--- src/hdl/pong_link_pkg.sv ---
`default_nettype none

package pong_link_pkg;

    typedef struct packed {
        logic [9:0]        y;
        logic signed [7:0] vy;
        logic [1:0]        gravity;
        logic              collision;
    } ball_state_t;

    // register map on the far board
    localparam logic [7:0] REG_BALL = 8'h00;
    localparam logic [7:0] REG_LOSE = 8'h04;

    localparam int BALL_DATA_BYTES = 5;
    localparam logic [7:0] LOSE_DATA = 8'h01;

    typedef logic [$clog2(BALL_DATA_BYTES + 1)-1:0] byte_cnt_t;
    typedef logic [BALL_DATA_BYTES-1:0][7:0] frame_data_t;

    function automatic frame_data_t pack_ball(input ball_state_t b);
        frame_data_t d;
        d[0] = {b.y[9:8], 6'b0};
        d[1] = b.y[7:0];
        d[2] = b.vy;
        d[3] = {6'b0, b.gravity};
        d[4] = {7'b0, b.collision};
        return d;
    endfunction

endpackage

`default_nettype wire

--- src/hdl/i2c_pkg.sv ---
`default_nettype none

package i2c_pkg;

    // byte-level commands understood by the master
    typedef enum logic [1:0] {
        I2C_START = 2'd0,
        I2C_WRITE = 2'd1,
        I2C_STOP  = 2'd2
    } i2c_op_t;

    typedef struct packed {
        i2c_op_t    op;
        logic [7:0] data;  // only used by write
    } i2c_cmd_t;

    // data bits per byte, the ack slot follows
    localparam int I2C_BITS_PER_BYTE = 8;

    // quarters per SCL bit
    localparam int I2C_QUARTERS = 4;

endpackage

`default_nettype wire
--- src/hdl/pong_link_tx.sv ---
`default_nettype none

module pong_link_tx
    import i2c_pkg::*;
    import pong_link_pkg::*;
#(
    parameter logic [7:0] DEV_ADDR = 8'hAA,
    parameter int         CLK_DIV  = 4
) (
    input  logic        clk,
    input  logic        reset,
    input  logic        ball_send,
    input  ball_state_t ball,
    input  logic        lose_send,
    input  logic        abort,
    input  logic        sda_in,
    output logic        scl_drive_low,
    output logic        sda_drive_low,
    output logic        busy,
    output logic        frame_done,
    output logic        nack_error
);

    i2c_cmd_t cmd;
    logic     cmd_valid;
    logic     ready;
    logic     ack_ok;

    ball_frame_sequencer #(
        .DEV_ADDR(DEV_ADDR)
    ) i_sequencer (
        .clk        (clk),
        .reset      (reset),
        .ball_send  (ball_send),
        .ball       (ball),
        .lose_send  (lose_send),
        .abort      (abort),
        .ready      (ready),
        .ack_ok     (ack_ok),
        .cmd        (cmd),
        .cmd_valid  (cmd_valid),
        .busy       (busy),
        .frame_done (frame_done),
        .nack_error (nack_error)
    );

    i2c_byte_master #(
        .CLK_DIV(CLK_DIV)
    ) i_master (
        .clk           (clk),
        .reset         (reset),
        .cmd           (cmd),
        .cmd_valid     (cmd_valid),
        .sda_in        (sda_in),
        .ready         (ready),
        .ack_ok        (ack_ok),
        .scl_drive_low (scl_drive_low),
        .sda_drive_low (sda_drive_low)
    );

endmodule

`default_nettype wire

--- src/hdl/i2c_byte_master.sv ---
`default_nettype none

module i2c_byte_master
    import i2c_pkg::*;
#(
    parameter int CLK_DIV = 4
) (
    input  logic     clk,
    input  logic     reset,
    input  i2c_cmd_t cmd,
    input  logic     cmd_valid,
    input  logic     sda_in,
    output logic     ready,
    output logic     ack_ok,
    output logic     scl_drive_low,
    output logic     sda_drive_low
);

    localparam int DIV_W = $clog2(CLK_DIV);

    logic [DIV_W-1:0] div_cnt;
    logic [1:0]       quarter;
    logic [3:0]       bit_cnt;
    logic [7:0]       shift;
    i2c_op_t          op_q;
    logic             tick;
    logic             last_quarter;
    logic             ack_bit;
    logic             op_done;
    logic             next_sda_bit;

    // returns {scl_low, sda_low} for one quarter of a command
    function automatic logic [1:0] line_drive(
        input i2c_op_t    op,
        input logic [1:0] q,
        input logic       sda_bit
    );
        logic scl_low;
        logic sda_low;
        scl_low = 1'b0;
        sda_low = 1'b0;
        case (op)
            I2C_START: begin
                scl_low = (q == 2'd3);
                sda_low = (q != 2'd0);  // falls while scl is high
            end
            I2C_WRITE: begin
                scl_low = (q == 2'd0) || (q == 2'd3);
                sda_low = ~sda_bit;
            end
            default: begin
                scl_low = (q == 2'd0);
                sda_low = (q <= 2'd1);  // rises while scl is high
            end
        endcase
        return {scl_low, sda_low};
    endfunction

    assign tick         = !ready && (div_cnt == DIV_W'(CLK_DIV - 1));
    assign last_quarter = (quarter == 2'(I2C_QUARTERS - 1));
    assign ack_bit      = (bit_cnt == 4'(I2C_BITS_PER_BYTE));
    assign op_done      = last_quarter && ((op_q != I2C_WRITE) || ack_bit);

    // sda level wanted in the quarter that follows this one
    always_comb begin
        if (last_quarter) begin
            next_sda_bit = (bit_cnt == 4'(I2C_BITS_PER_BYTE - 1)) ? 1'b1 : shift[6];
        end else begin
            next_sda_bit = ack_bit ? 1'b1 : shift[7];
        end
    end

    always_ff @(posedge clk or posedge reset) begin
        if (reset) begin
            ready         <= 1'b1;
            ack_ok        <= 1'b0;
            scl_drive_low <= 1'b0;
            sda_drive_low <= 1'b0;
            div_cnt       <= '0;
            quarter       <= 2'd0;
            bit_cnt       <= 4'd0;
            op_q          <= I2C_STOP;
        end else if (ready) begin
            if (cmd_valid) begin
                ready   <= 1'b0;
                op_q    <= cmd.op;
                div_cnt <= '0;
                quarter <= 2'd0;
                bit_cnt <= 4'd0;
                {scl_drive_low, sda_drive_low} <= line_drive(cmd.op, 2'd0, cmd.data[7]);
            end
        end else if (tick) begin
            div_cnt <= '0;
            quarter <= quarter + 2'd1;
            // ack sampled at the middle of the high phase
            if (op_q == I2C_WRITE && ack_bit && quarter == 2'd1) begin
                ack_ok <= ~sda_in;
            end
            if (op_done) begin
                ready <= 1'b1;  // lines keep their last level
            end else begin
                if (last_quarter) begin
                    bit_cnt <= bit_cnt + 4'd1;
                end
                {scl_drive_low, sda_drive_low} <= line_drive(op_q, quarter + 2'd1, next_sda_bit);
            end
        end else begin
            div_cnt <= div_cnt + 1'b1;
        end
    end

    // data shifter, msb goes out first
    always_ff @(posedge clk) begin
        if (ready && cmd_valid) begin
            shift <= cmd.data;
        end else if (tick && last_quarter && !op_done) begin
            shift <= {shift[6:0], 1'b0};
        end
    end

endmodule

`default_nettype wire

--- src/hdl/ball_frame_sequencer.sv ---
`default_nettype none

module ball_frame_sequencer
    import i2c_pkg::*;
    import pong_link_pkg::*;
#(
    parameter logic [7:0] DEV_ADDR = 8'hAA
) (
    input  logic        clk,
    input  logic        reset,
    input  logic        ball_send,
    input  ball_state_t ball,
    input  logic        lose_send,
    input  logic        abort,
    input  logic        ready,
    input  logic        ack_ok,
    output i2c_cmd_t    cmd,
    output logic        cmd_valid,
    output logic        busy,
    output logic        frame_done,
    output logic        nack_error
);

    typedef enum logic [1:0] {
        SEQ_IDLE,
        SEQ_ISSUE,
        SEQ_WAIT
    } seq_state_t;

    // position inside the frame
    typedef enum logic [2:0] {
        STEP_START,
        STEP_DEV,
        STEP_REG,
        STEP_DATA,
        STEP_STOP
    } step_t;

    seq_state_t  state;
    step_t       step;
    byte_cnt_t   byte_idx;
    byte_cnt_t   data_len;
    logic        nack_seen;
    logic        accept;
    logic        wrote_byte;
    logic        last_byte;
    logic [7:0]  reg_addr;
    frame_data_t data_buf;

    // strobes only count while idle
    assign accept = (state == SEQ_IDLE) && (ball_send || lose_send);

    assign wrote_byte = (step == STEP_DEV) || (step == STEP_REG) || (step == STEP_DATA);
    assign last_byte  = (byte_idx == data_len - 1'b1);

    assign cmd_valid = (state == SEQ_ISSUE) && ready;

    always_comb begin
        cmd.op   = I2C_WRITE;
        cmd.data = 8'h00;
        case (step)
            STEP_START: cmd.op = I2C_START;
            STEP_DEV:   cmd.data = DEV_ADDR;
            STEP_REG:   cmd.data = reg_addr;
            STEP_DATA:  cmd.data = data_buf[byte_idx];
            default:    cmd.op = I2C_STOP;
        endcase
    end

    always_ff @(posedge clk or posedge reset) begin
        if (reset) begin
            state      <= SEQ_IDLE;
            step       <= STEP_START;
            byte_idx   <= '0;
            data_len   <= '0;
            nack_seen  <= 1'b0;
            busy       <= 1'b0;
            frame_done <= 1'b0;
            nack_error <= 1'b0;
        end else begin
            frame_done <= 1'b0;
            nack_error <= 1'b0;
            case (state)
                SEQ_IDLE: begin
                    if (accept) begin
                        state     <= SEQ_ISSUE;
                        step      <= STEP_START;
                        byte_idx  <= '0;
                        nack_seen <= 1'b0;
                        busy      <= 1'b1;
                        // lose wins over a simultaneous ball strobe
                        data_len  <= lose_send ? byte_cnt_t'(1) : byte_cnt_t'(BALL_DATA_BYTES);
                    end
                end
                SEQ_ISSUE: begin
                    if (ready) begin
                        state <= SEQ_WAIT;
                    end
                end
                SEQ_WAIT: begin
                    if (ready) begin
                        state <= SEQ_ISSUE;
                        if (step == STEP_STOP) begin
                            state      <= SEQ_IDLE;
                            busy       <= 1'b0;
                            frame_done <= 1'b1;
                            nack_error <= nack_seen;
                        end else if (wrote_byte && !ack_ok) begin
                            step      <= STEP_STOP;  // no ack, give up
                            nack_seen <= 1'b1;
                        end else if (abort) begin
                            step <= STEP_STOP;
                        end else begin
                            case (step)
                                STEP_START: step <= STEP_DEV;
                                STEP_DEV:   step <= STEP_REG;
                                STEP_REG:   step <= STEP_DATA;
                                default: begin
                                    if (last_byte) begin
                                        step <= STEP_STOP;
                                    end else begin
                                        byte_idx <= byte_idx + 1'b1;
                                    end
                                end
                            endcase
                        end
                    end
                end
                default: state <= SEQ_IDLE;
            endcase
        end
    end

    // frame payload, loaded once per accepted strobe
    always_ff @(posedge clk) begin
        if (accept) begin
            if (lose_send) begin
                data_buf <= frame_data_t'(LOSE_DATA);
                reg_addr <= REG_LOSE;
            end else begin
                data_buf <= pack_ball(ball);
                reg_addr <= REG_BALL;
            end
        end
    end

endmodule

`default_nettype wire

--- config.mk ---
export PLATFORM = sky130hd
export DESIGN_NAME = pong_link_tx
export DESIGN_NICKNAME = d
export VERILOG_FILES = /design/src/hdl/pong_link_pkg.sv /design/src/hdl/i2c_pkg.sv /design/src/hdl/pong_link_tx.sv /design/src/hdl/i2c_byte_master.sv /design/src/hdl/ball_frame_sequencer.sv
export SDC_FILE = /design/constraint.sdc
export NUM_CORES = 1
export LEC_CHECK = 0
export BUFFER_PORTS_ARGS = -buffer_cell sky130_fd_sc_hd__clkbuf_2
export CORE_UTILIZATION = 45
export CTS_BUF_LIST = sky130_fd_sc_hd__clkbuf_16
export DETAILED_ROUTE_END_ITERATION = 10
export PLACE_DENSITY_LB_ADDON = 0.08
export RECOVER_POWER = 50
export REMOVE_ABC_BUFFERS = 1
export SYNTH_ARGS = -nofsm -noshare
export SYNTH_HDL_FRONTEND = slang
export SYNTH_SLANG_ARGS = --single-unit
--- constraint.sdc ---
create_clock -name clk -period 5.1 [get_ports clk]
set_input_delay 0.51 -clock clk [delete_from_list [all_inputs] [get_ports clk]]
set_output_delay 0.51 -clock clk [all_outputs]
set_load 0.02 [all_outputs]
# Word level (Yosys, flattened, before mapping)
# Index checks and enable logic that the tools add are counted.
# totals
mem_bits_ro,0
mem_bits_rw,0
in_bits,27
regBits,85
latch_bits,0
output_inout_bits,5
memories,0
# classes
eq_ne,29
reduce_logical,41
shift,0
magnitude_cmp,2
bitwise,4
n_mux,73
n_addsub,5
n_mul,0
n_div,0
# ops
op,n
two-way mux 3 bit,14
two-way mux 1 bit,31
binary-select mux 8 bit (select 3 bit),1
two-way mux 8 bit,3
one-hot mux 8 bit (3 select lines),1
two-way mux 4 bit,5
two-way mux 2 bit,8
"inequality test 2 x 1 -> 1 bit, second input constant",8
one-hot mux 3 bit (2 select lines),2
logical AND 1 bit,10
"inequality test 2 bit, second input constant",5
one-hot mux 1 bit (2 select lines),5
AND reduction 5 bit,2
nonzero test 2 bit,5
one-hot mux 3 bit (3 select lines),1
AND reduction 3 bit,3
"equality test 2 x 1 -> 1 bit, second input constant",4
"equality test 2 bit, second input constant",4
zero test 2 bit,4
AND reduction 4 bit,2
AND reduction 8 bit,1
"inequality test 7 x 2 -> 1 bit, second input constant",1
"equality test 3 x 2 -> 1 bit, second input constant",2
one-hot mux 2 bit (3 select lines),1
18 further kinds,31

# Depth between registers and ports, before layout
# Gate-level depths: netlist of run 1.
# logic_depth
depth_word,9
depth_mapped,7

# Modules after synthesis
# A second synthesis of run 1 with hierarchy kept.
# hier_totals
cells_unflattened,267
area_unflattened_um2,3005.4
# by_module_without_submodules
mod,area_each_um2,cells_per_inst,seq_area_each_um2,instances
ball_frame_sequencer,1838.0,164,1011.0,1
i2c_byte_master,1167.4,103,593.1,1

# Worst setup path before layout of run 1
# No wires, ideal clock.
# synth_timing
path_kind,register -> register
start,reg i_master.ready
end,"reg i_master.shift[1], data pin"
stages_incl_launch_ff,7
t_required_ps,4844
n_path_buf,3
setup_slack_ps,3371
arrival_time_ps,1473
path_cell_list,dfstp_2 -> buf_6 -> inv_2 -> or2_1 -> buf_2 -> clkbuf_1 -> a22o_1
# synth_between
elab_chain_len,3
# synth_lines
element,line_no,text
from (decl),i2c_byte_master.sv:13,"output logic ready,"
from (signal assigned),i2c_byte_master.sv:75,ready <= 1'b1;
from (signal assigned),i2c_byte_master.sv:85,ready <= 1'b0;
from (signal assigned),i2c_byte_master.sv:100,ready <= 1'b1;
logical AND 1 bit,ball_frame_sequencer.sv:56,assign cmd_valid = (state == SEQ_ISSUE) && ready;
logical AND 1 bit *,i2c_byte_master.sv:114,if (ready && cmd_valid) begin
two-way mux 8 bit *,i2c_byte_master.sv:114,
to (signal assigned),i2c_byte_master.sv:115,shift <= cmd.data;
to (signal assigned),i2c_byte_master.sv:117,"shift <= {shift[6:0], 1'b0};"
to (decl),i2c_byte_master.sv:24,logic [7:0] shift;
# Mark *: on every way between the ends. The rest lies on a longest branch, timed or not.
# A chain may end at the register's enable or synchronous reset.

# Worst setup path after layout of run 1
# layout_timing
start,in lose_send
end,"reg i_sequencer.data_buf[17] (netlist bit), enable pin"
# layout_between
elab_chain_len,2
# layout_lines
element,line_no,text
from (decl),pong_link_tx.sv:14,"input logic lose_send,"
logical OR 1 bit,ball_frame_sequencer.sv:51,assign accept = (state == SEQ_IDLE) && (ball_send || lose_send);
logical AND 1 bit,ball_frame_sequencer.sv:51,
net i_sequencer.accept,ball_frame_sequencer.sv:44,logic accept;
to (signal assigned),ball_frame_sequencer.sv:138,data_buf <= frame_data_t'(LOSE_DATA);
to (signal assigned),ball_frame_sequencer.sv:141,data_buf <= pack_ball(ball);
to (decl),ball_frame_sequencer.sv:48,frame_data_t data_buf;
# The timed path passes the listed nets, and every way through them passes these cells.

==> results of run 1 <==
logic make-up (layout without fill, tap and decap cells):
| logic type | after synthesis | after routing |
|---|---|---|
| mux | 11 | 11 |
| flops | 58 | 58 |
| compound gates | 55 | 55 |
| xor+xnor | 2 | 2 |
| fa+ha+maj | 7 | 7 |
| simple gates | 102 | 102 |
| buf+inv | 26 | 61 |
synth_stat cells (5+ instances only):
cell type	number
nand2b_1	6
nand2_1	26
a21oi_1	6
edfxtp_1	30
mux2i_1	8
buf_2	7
ha_1	7
nand3_1	7
a22oi_1	5
nor2_1	15
inv_1	13
nor2b_1	24
dfrtp_1	26
o21ai_0	21
path summary, 6_finish.rpt:
kind	start	cells after the start	to	slack [ns]
setup reg to reg	i_master.ready	5	i_master.bit_cnt[2]	2.72
setup / recovery	lose_send	3	i_sequencer.data_buf[17]	2.45
min in group asynchronous	reset	2	i_master.scl_drive_low	0.44
hold reg to reg	i_master.div_cnt[0]	1	i_master.div_cnt[0]	0.50
hold / removal	sda_in	2	i_master.ack_ok	0.37
max in group asynchronous	reset	2	i_sequencer.state[1]	4.01
metal layers:
| layer | vias up | track usage | wire, um |
|---|---|---|---|
| met5 | - | 0 | 0 |
| met4 | 0 | 0.05789 | 51 |
| met3 | 4 | 0.07000 | 149 |
| met2 | 28 | 0.2818 | 2568 |
| met1 | 971 | 0.2325 | 2578 |
| li1 | 994 | - | - |
flip-flops by register name (all words and copies together), names as in the netlist:
signal and cells:
i_master.div_cnt 2, i_master.op_q 2, i_sequencer.data_buf 22, i_sequencer.nack_seen 1, i_sequencer.byte_idx 3, i_sequencer.frame_done 1
i_master.ack_ok 1, i_sequencer.state 2, i_master.sda_drive_low 1, i_sequencer.data_len 2, i_sequencer.busy 1, i_master.bit_cnt 4
i_master.scl_drive_low 1, i_master.quarter 2, i_sequencer.step 3, i_sequencer.nack_error 1, i_master.ready 1, i_master.shift 8
placed cells by master, fill, tap and decap left out, types with 3 or more instances in the layout:
cell	Yosys	layout
a22o_1	3	3
clkbuf_1	4	6
nor2_1	15	15
mux2_2	3	3
a21oi_1	6	6
o21ai_0	21	22
clkbuf_2	0	25
mux2i_1	8	8
edfxtp_1	30	30
inv_1	13	17
a22oi_1	5	5
ha_1	7	7
nor2b_1	24	24
and2b_1	3	3
a32oi_1	3	3
clkbuf_16	0	9
nand2b_1	6	6
dfrtp_1	26	26
nand2_1	26	26
and2_1	4	3
nor3_1	3	3
nand3_1	7	7
cell type report:
type / instances / area share
multi-input combinational: 177 / 0.3479
tap: 75 / 0.02809
clock inverter: 7 / 0.01648
timing repair buffer: 31 / 0.04419
sequential: 58 / 0.4802
inverter: 14 / 0.01573
clock buffer: 9 / 0.06742
power by group:
part / total, mW / switching (mW) / internal, mW / leakage (nW)
clock network: 0.559 / 0.191 / 0.368 / 0.154
logic: 0.261 / 0.156 / 0.105 / 0.556
registers: 0.651 / 0.0546 / 0.596 / 0.628
==> flow_summary.json, run 1 <==
{
  "synth_adder_area_share": 0.03041,
  "num_vias": 1997,
  "rsz0062_at_grt": "false",
  "cp.buffers_inverters": 2,
  "p_leak_nw": 1.338,
  "grt_max_degree": 29,
  "synth_top_family_by_area": "simple AND/OR/NAND/NOR gates",
  "drt-wirelength-per-cell_um": 14.42,
  "critPathArrivalTime_ns": 2.59,
  "syn_area_per_cell_um2": 11.04,
  "synth_xor_area_frac": 0.006082,
  "crit_path_top_delay_cell": "inv_1",
  "h-tree-depth": 3,
  "final_util": 0.5512,
  "placedCellCount": 355,
  "end_kind": "flip-flop",
  "finClkSkew_ns": 0.007732,
  "n_fill_cell": 540,
  "routed_wl_mm": 5.348,
  "outcome": "completed",
  "initial_core_util": 0.4752,
  "final_hold_viol_count": 0,
  "ioPinCount": 32,
  "netlist_area_um2": 2880,
  "period_minus_slack_ns": 2.649,
  "postRouteAntennaNets": 0,
  "crit_required_ns": 5.04,
  "clock_latency_ns": 0.32,
  "multiInputGateArea_um2": 1162,
  "stdcell_area_um2": 3341,
  "relSlewSlack": 0.2805,
  "drc": 0,
  "power_mw": 1.471,
  "worstSetupPathType": "primary input to flip-flop",
  "postSynthCellCount": 261,
  "antenna_found_initial": 0,
  "p_per_area_nw_per_um2": 440.4,
  "grt_pass1_wl_mm": 8.790,
  "fin_nets": 325,
  "grtUsageTotal": 0.1815,
  "place.port_buffers": 31,
  "min_period_over_period": 0.5194,
  "slew_viol_final": 0,
  "path_cells": "clkbuf_1, o21ai_0, inv_1",
  "max_freq_mhz": 377.5,
  "setup_viol": 0,
  "seqCellArea_um2": 1604,
  "ys_ff_latch": 58,
  "clkSinkCount": 58,
  "firstDrtPassIters": 4,
  "holdBufCountCts": 0,
  "drv_cap": 0,
  "critical_path.startpoint_type": "primary input",
  "synth_top_area_cell": "edfxtp_1",
  "cts_tree": "built",
  "path_max_fanout": 24,
  "rows": 28,
  "min_path_type": "primary input to flip-flop",
  "async_flop_share": 0.4828,
  "synth_cell_types": 51,
  "synthFlopType": "edfxtp_1",
  "drive_gt1_frac": 0.1588,
  "ir_drop_v": 0.0002910,
  "dp_slack_ns": 2.673,
  "place.gp.congestion": 0.7855,
  "grt_overflow": 0,
  "synthSimpleGateAreaFrac": 0.1959,
  "synth_area_leaders": "edfxtp_1, dfrtp_1, nor2b_1",
  "cts_buffers": 9,
  "clk_pin_slew_ns": 0.05,
  "fin_setup_tns_ns": 0,
  "root_buffer": "clkbuf_16",
  "worst_slew_pin_slew_ns": 1.078,
  "synth_warnings": 0,
  "core_um2": 6061,
  "synth_edf_count": 30,
  "cts_setup_buffers": 0,
  "vias_per_cell": 5.383,
  "area_growth_pct": 15.99,
  "grt_pass1_vias": 1818,
  "drt_iter0_drc": 88,
  "die_w_um": 82.01,
  "dp.final_hpwl_mm": 3.679,
  "place_area_um2": 3068,
  "yosysSeqAreaShare": 0.5569,
  "post_cts_resized": 0,
  "crit_family": "buffers and inverters",
  "synth_top_area_frac": 0.3128,
  "antenna_cells": 0,
  "slowest_delay_ns": 0.81,
  "dieArea_um2": 6725,
  "fin_ws_ns": 2.451,
  "finalNonFillerCells": 371,
  "synthMuxAreaShare": 0.03953,
  "die_y_um": 82.01,
  "clockBufferDepth": 2,
  "hold_slack_ns": 0.3742,
  "synth_compound_area_frac": 0.1316
}
No activity file was read; power rests on OpenSTA's default activity.
==> run 2: changes to the inputs <==
==> constraint.sdc (replaced) <==
create_clock -name clk -period 2.7 [get_ports clk]
set_input_delay 0.27 -clock clk [delete_from_list [all_inputs] [get_ports clk]]
set_output_delay 0.27 -clock clk [all_outputs]
set_load 0.02 [all_outputs]
==> run 2 against run 1 <==
The flow now finishes with violations (max-capacitance violations, max-slew violations). Non-clock buffer count is 5 higher. Worst setup slack worse by 1.9 ns. Routed wire length grew 3.8%. Power grew 94%. Sequential cell count stayed put. Sequential power increased by 89%. Final area increased by 1.6%. Via count is 0.45% lower. Final cell count grew 1.3%. Global-route usage is 1.3 points higher. Sequential share of layout area shrank 0.74 points. Combinational power is 93% higher. Critical path type is now flip-flop to flip-flop. Largest cell class unchanged. Largest power group unchanged.
==> flow_summary.json, run 2 (synthesis gave the netlist of run 1 again) <==
{
  "outcome": "complete, but fails checks",
  "violations": "max-capacitance violations, max-slew violations",
  "min_period_over_period": 0.7836,
  "wl_met1_mm": 2.650,
  "switching_power_mw": 0.8018,
  "met2_length_mm": 2.618,
  "final_common_cell": "edfxtp_1",
  "core_um2": 6061,
  "cts_setup_buffers": 0,
  "vias_per_cell": 5.287,
  "grt_pass1_vias": 1936,
  "slew_viol_final": 29,
  "drv_cap": 1,
  "top_layer": "met4",
  "drc": 0,
  "grt_pass1_wl_mm": 9.280,
  "place.port_buffers": 31,
  "power_frac_clock": 0.391,
  "fin_setup_tns_ns": 0,
  "min_path_type": "primary input to flip-flop",
  "clockBufferDepth": 2,
  "ir_drop_v": 0.0003987,
  "dp.final_hpwl_mm": 3.921,
  "dp_slack_ns": 0.7255,
  "holdBufCountCts": 1,
  "antenna_found_initial": 0,
  "grt_max_degree": 29,
  "grtUsageTotal": 0.1940,
  "drt-wirelength-per-cell_um": 14.77,
  "finalNonFillerCells": 376,
  "max_freq_mhz": 472.6,
  "p_leak_nw": 1.350,
  "switching_share": 0.2811,
  "drive_gt1_frac": 0.1694,
  "drt_iter0_drc": 64,
  "num_vias": 1988,
  "place.gp.congestion": 0.7811,
  "setup_viol": 0,
  "critPathArrivalTime_ns": 2.33,
  "ioPinCount": 32,
  "rows": 28,
  "end_kind": "flip-flop",
  "path_max_fanout": 11,
  "final_cell_mix": "edfxtp_1, nand2_1, dfrtp_1, clkbuf_2, nor2b_1",
  "rsz0062_at_grt": "false",
  "p_int_mw": 2.051,
  "p_per_area_nw_per_um2": 840.7,
  "largest_reg_flops": 22,
  "dieArea_um2": 6725,
  "h-tree-depth": 3,
  "area_growth_pct": 17.81,
  "antenna_cells": 0,
  "p_seq_frac": 0.432,
  "worst_slew_pin_slew_ns": 1.553,
  "hold_slack_ns": 0.1381,
  "finClkSkew_ns": 0.007356,
  "clkSinkCount": 58,
  "cts_buffers": 9,
  "cts_tree": "built",
  "firstDrtPassIters": 4,
  "critical_path.startpoint_type": "flip-flop",
  "die_y_um": 82.01,
  "crit_required_ns": 2.91,
  "n_fill_cell": 560,
  "initial_core_util": 0.4752,
  "clk_pin_slew_ns": 0.05,
  "grt_overflow": 0,
  "placedCellCount": 359,
  "comb_power_share": 0.177,
  "final_hold_viol_count": 0,
  "fin_nets": 330,
  "postRouteAntennaNets": 0,
  "fin_ws_ns": 0.5842,
  "routed_wl_mm": 5.552,
  "post_cts_resized": 0,
  "worstSetupPathType": "flip-flop to flip-flop",
  "period_minus_slack_ns": 2.116,
  "place_area_um2": 3098,
  "top_regs": "i_sequencer.data_buf x22, i_master.shift x8, i_master.bit_cnt x4",
  "clock_latency_ns": 0.33,
  "root_buffer": "clkbuf_16",
  "relSlewSlack": -0.03565,
  "die_w_um": 82.01,
  "stdcell_area_um2": 3393,
  "regMostFlops": "i_sequencer.data_buf",
  "dr_wl_met3_um": 175
}
==> run 2: area by class of cell <==
cell class | count | area [um2] | share of cell area
Clock buffer | 11 | 275.3 | 0.08112
Clock inverter | 5 | 25.02 | 0.007375
Inverter | 14 | 52.55 | 0.01549
Multi-Input combinational cell | 177 | 1162 | 0.3426
Sequential cell | 58 | 1604 | 0.4727
Tap cell | 75 | 93.84 | 0.02765
Timing Repair Buffer | 36 | 180.2 | 0.05310
==> run 2: worst paths after layout <==
| check | cells after the start | slack (ns) | startpoint | end |
|---|---|---|---|---|
| min in group asynchronous | 4 | 1.00 | reset | i_master.div_cnt[1] |
| max in group asynchronous | 4 | 0.79 | reset | i_master.scl_drive_low |
| hold reg to reg | 1 | 0.49 | i_sequencer.nack_seen | i_sequencer.nack_error |
| setup / recovery | 5 | 0.58 | i_master.ready | i_master.bit_cnt[2] |
| hold / removal | 2 | 0.14 | sda_in | i_master.ack_ok |
| setup reg to reg | 5 | 0.58 | i_master.ready | i_master.bit_cnt[2] |
==> run 2: per-layer routing <==
| layer | track usage | vias to the layer above |
|---|---|---|
| li1 | - | 1005 |
| met1 | 0.2429 | 945 |
| met2 | 0.3050 | 30 |
| met3 | 0.06000 | 8 |
| met4 | 0.08947 | 0 |
| met5 | 0 | - |
==> run 2: power by group through the flow <==
stage | clock [mW] | sequential [mW] | combinational, mW
floorplan | 0 | 1.24 | 0.358
global placement | 0 | 1.25 | 0.512
detailed placement | 0 | 1.25 | 0.515
CTS | 1.14 | 1.23 | 0.519
global route | 1.17 | 1.26 | 0.575
finish | 1.12 | 1.23 | 0.505
==> run 2: critical path, cell delays in order, from the launching register on <==
cell and delay [ns]:
dfstp_1 0.75, inv_2 0.13, or2_1 0.40, nand2_1 0.40, o21ai_0 0.17, o2bb2ai_1 0.15
==> run 2: through the flow <==
step	util	power [mW]
after floorplan	-	1.593
after global placement	0.5111	1.759
after detailed placement	0.5111	1.765
after CTS	0.5623	2.894
after global routing	0.5599	3.003
final	0.5599	2.853
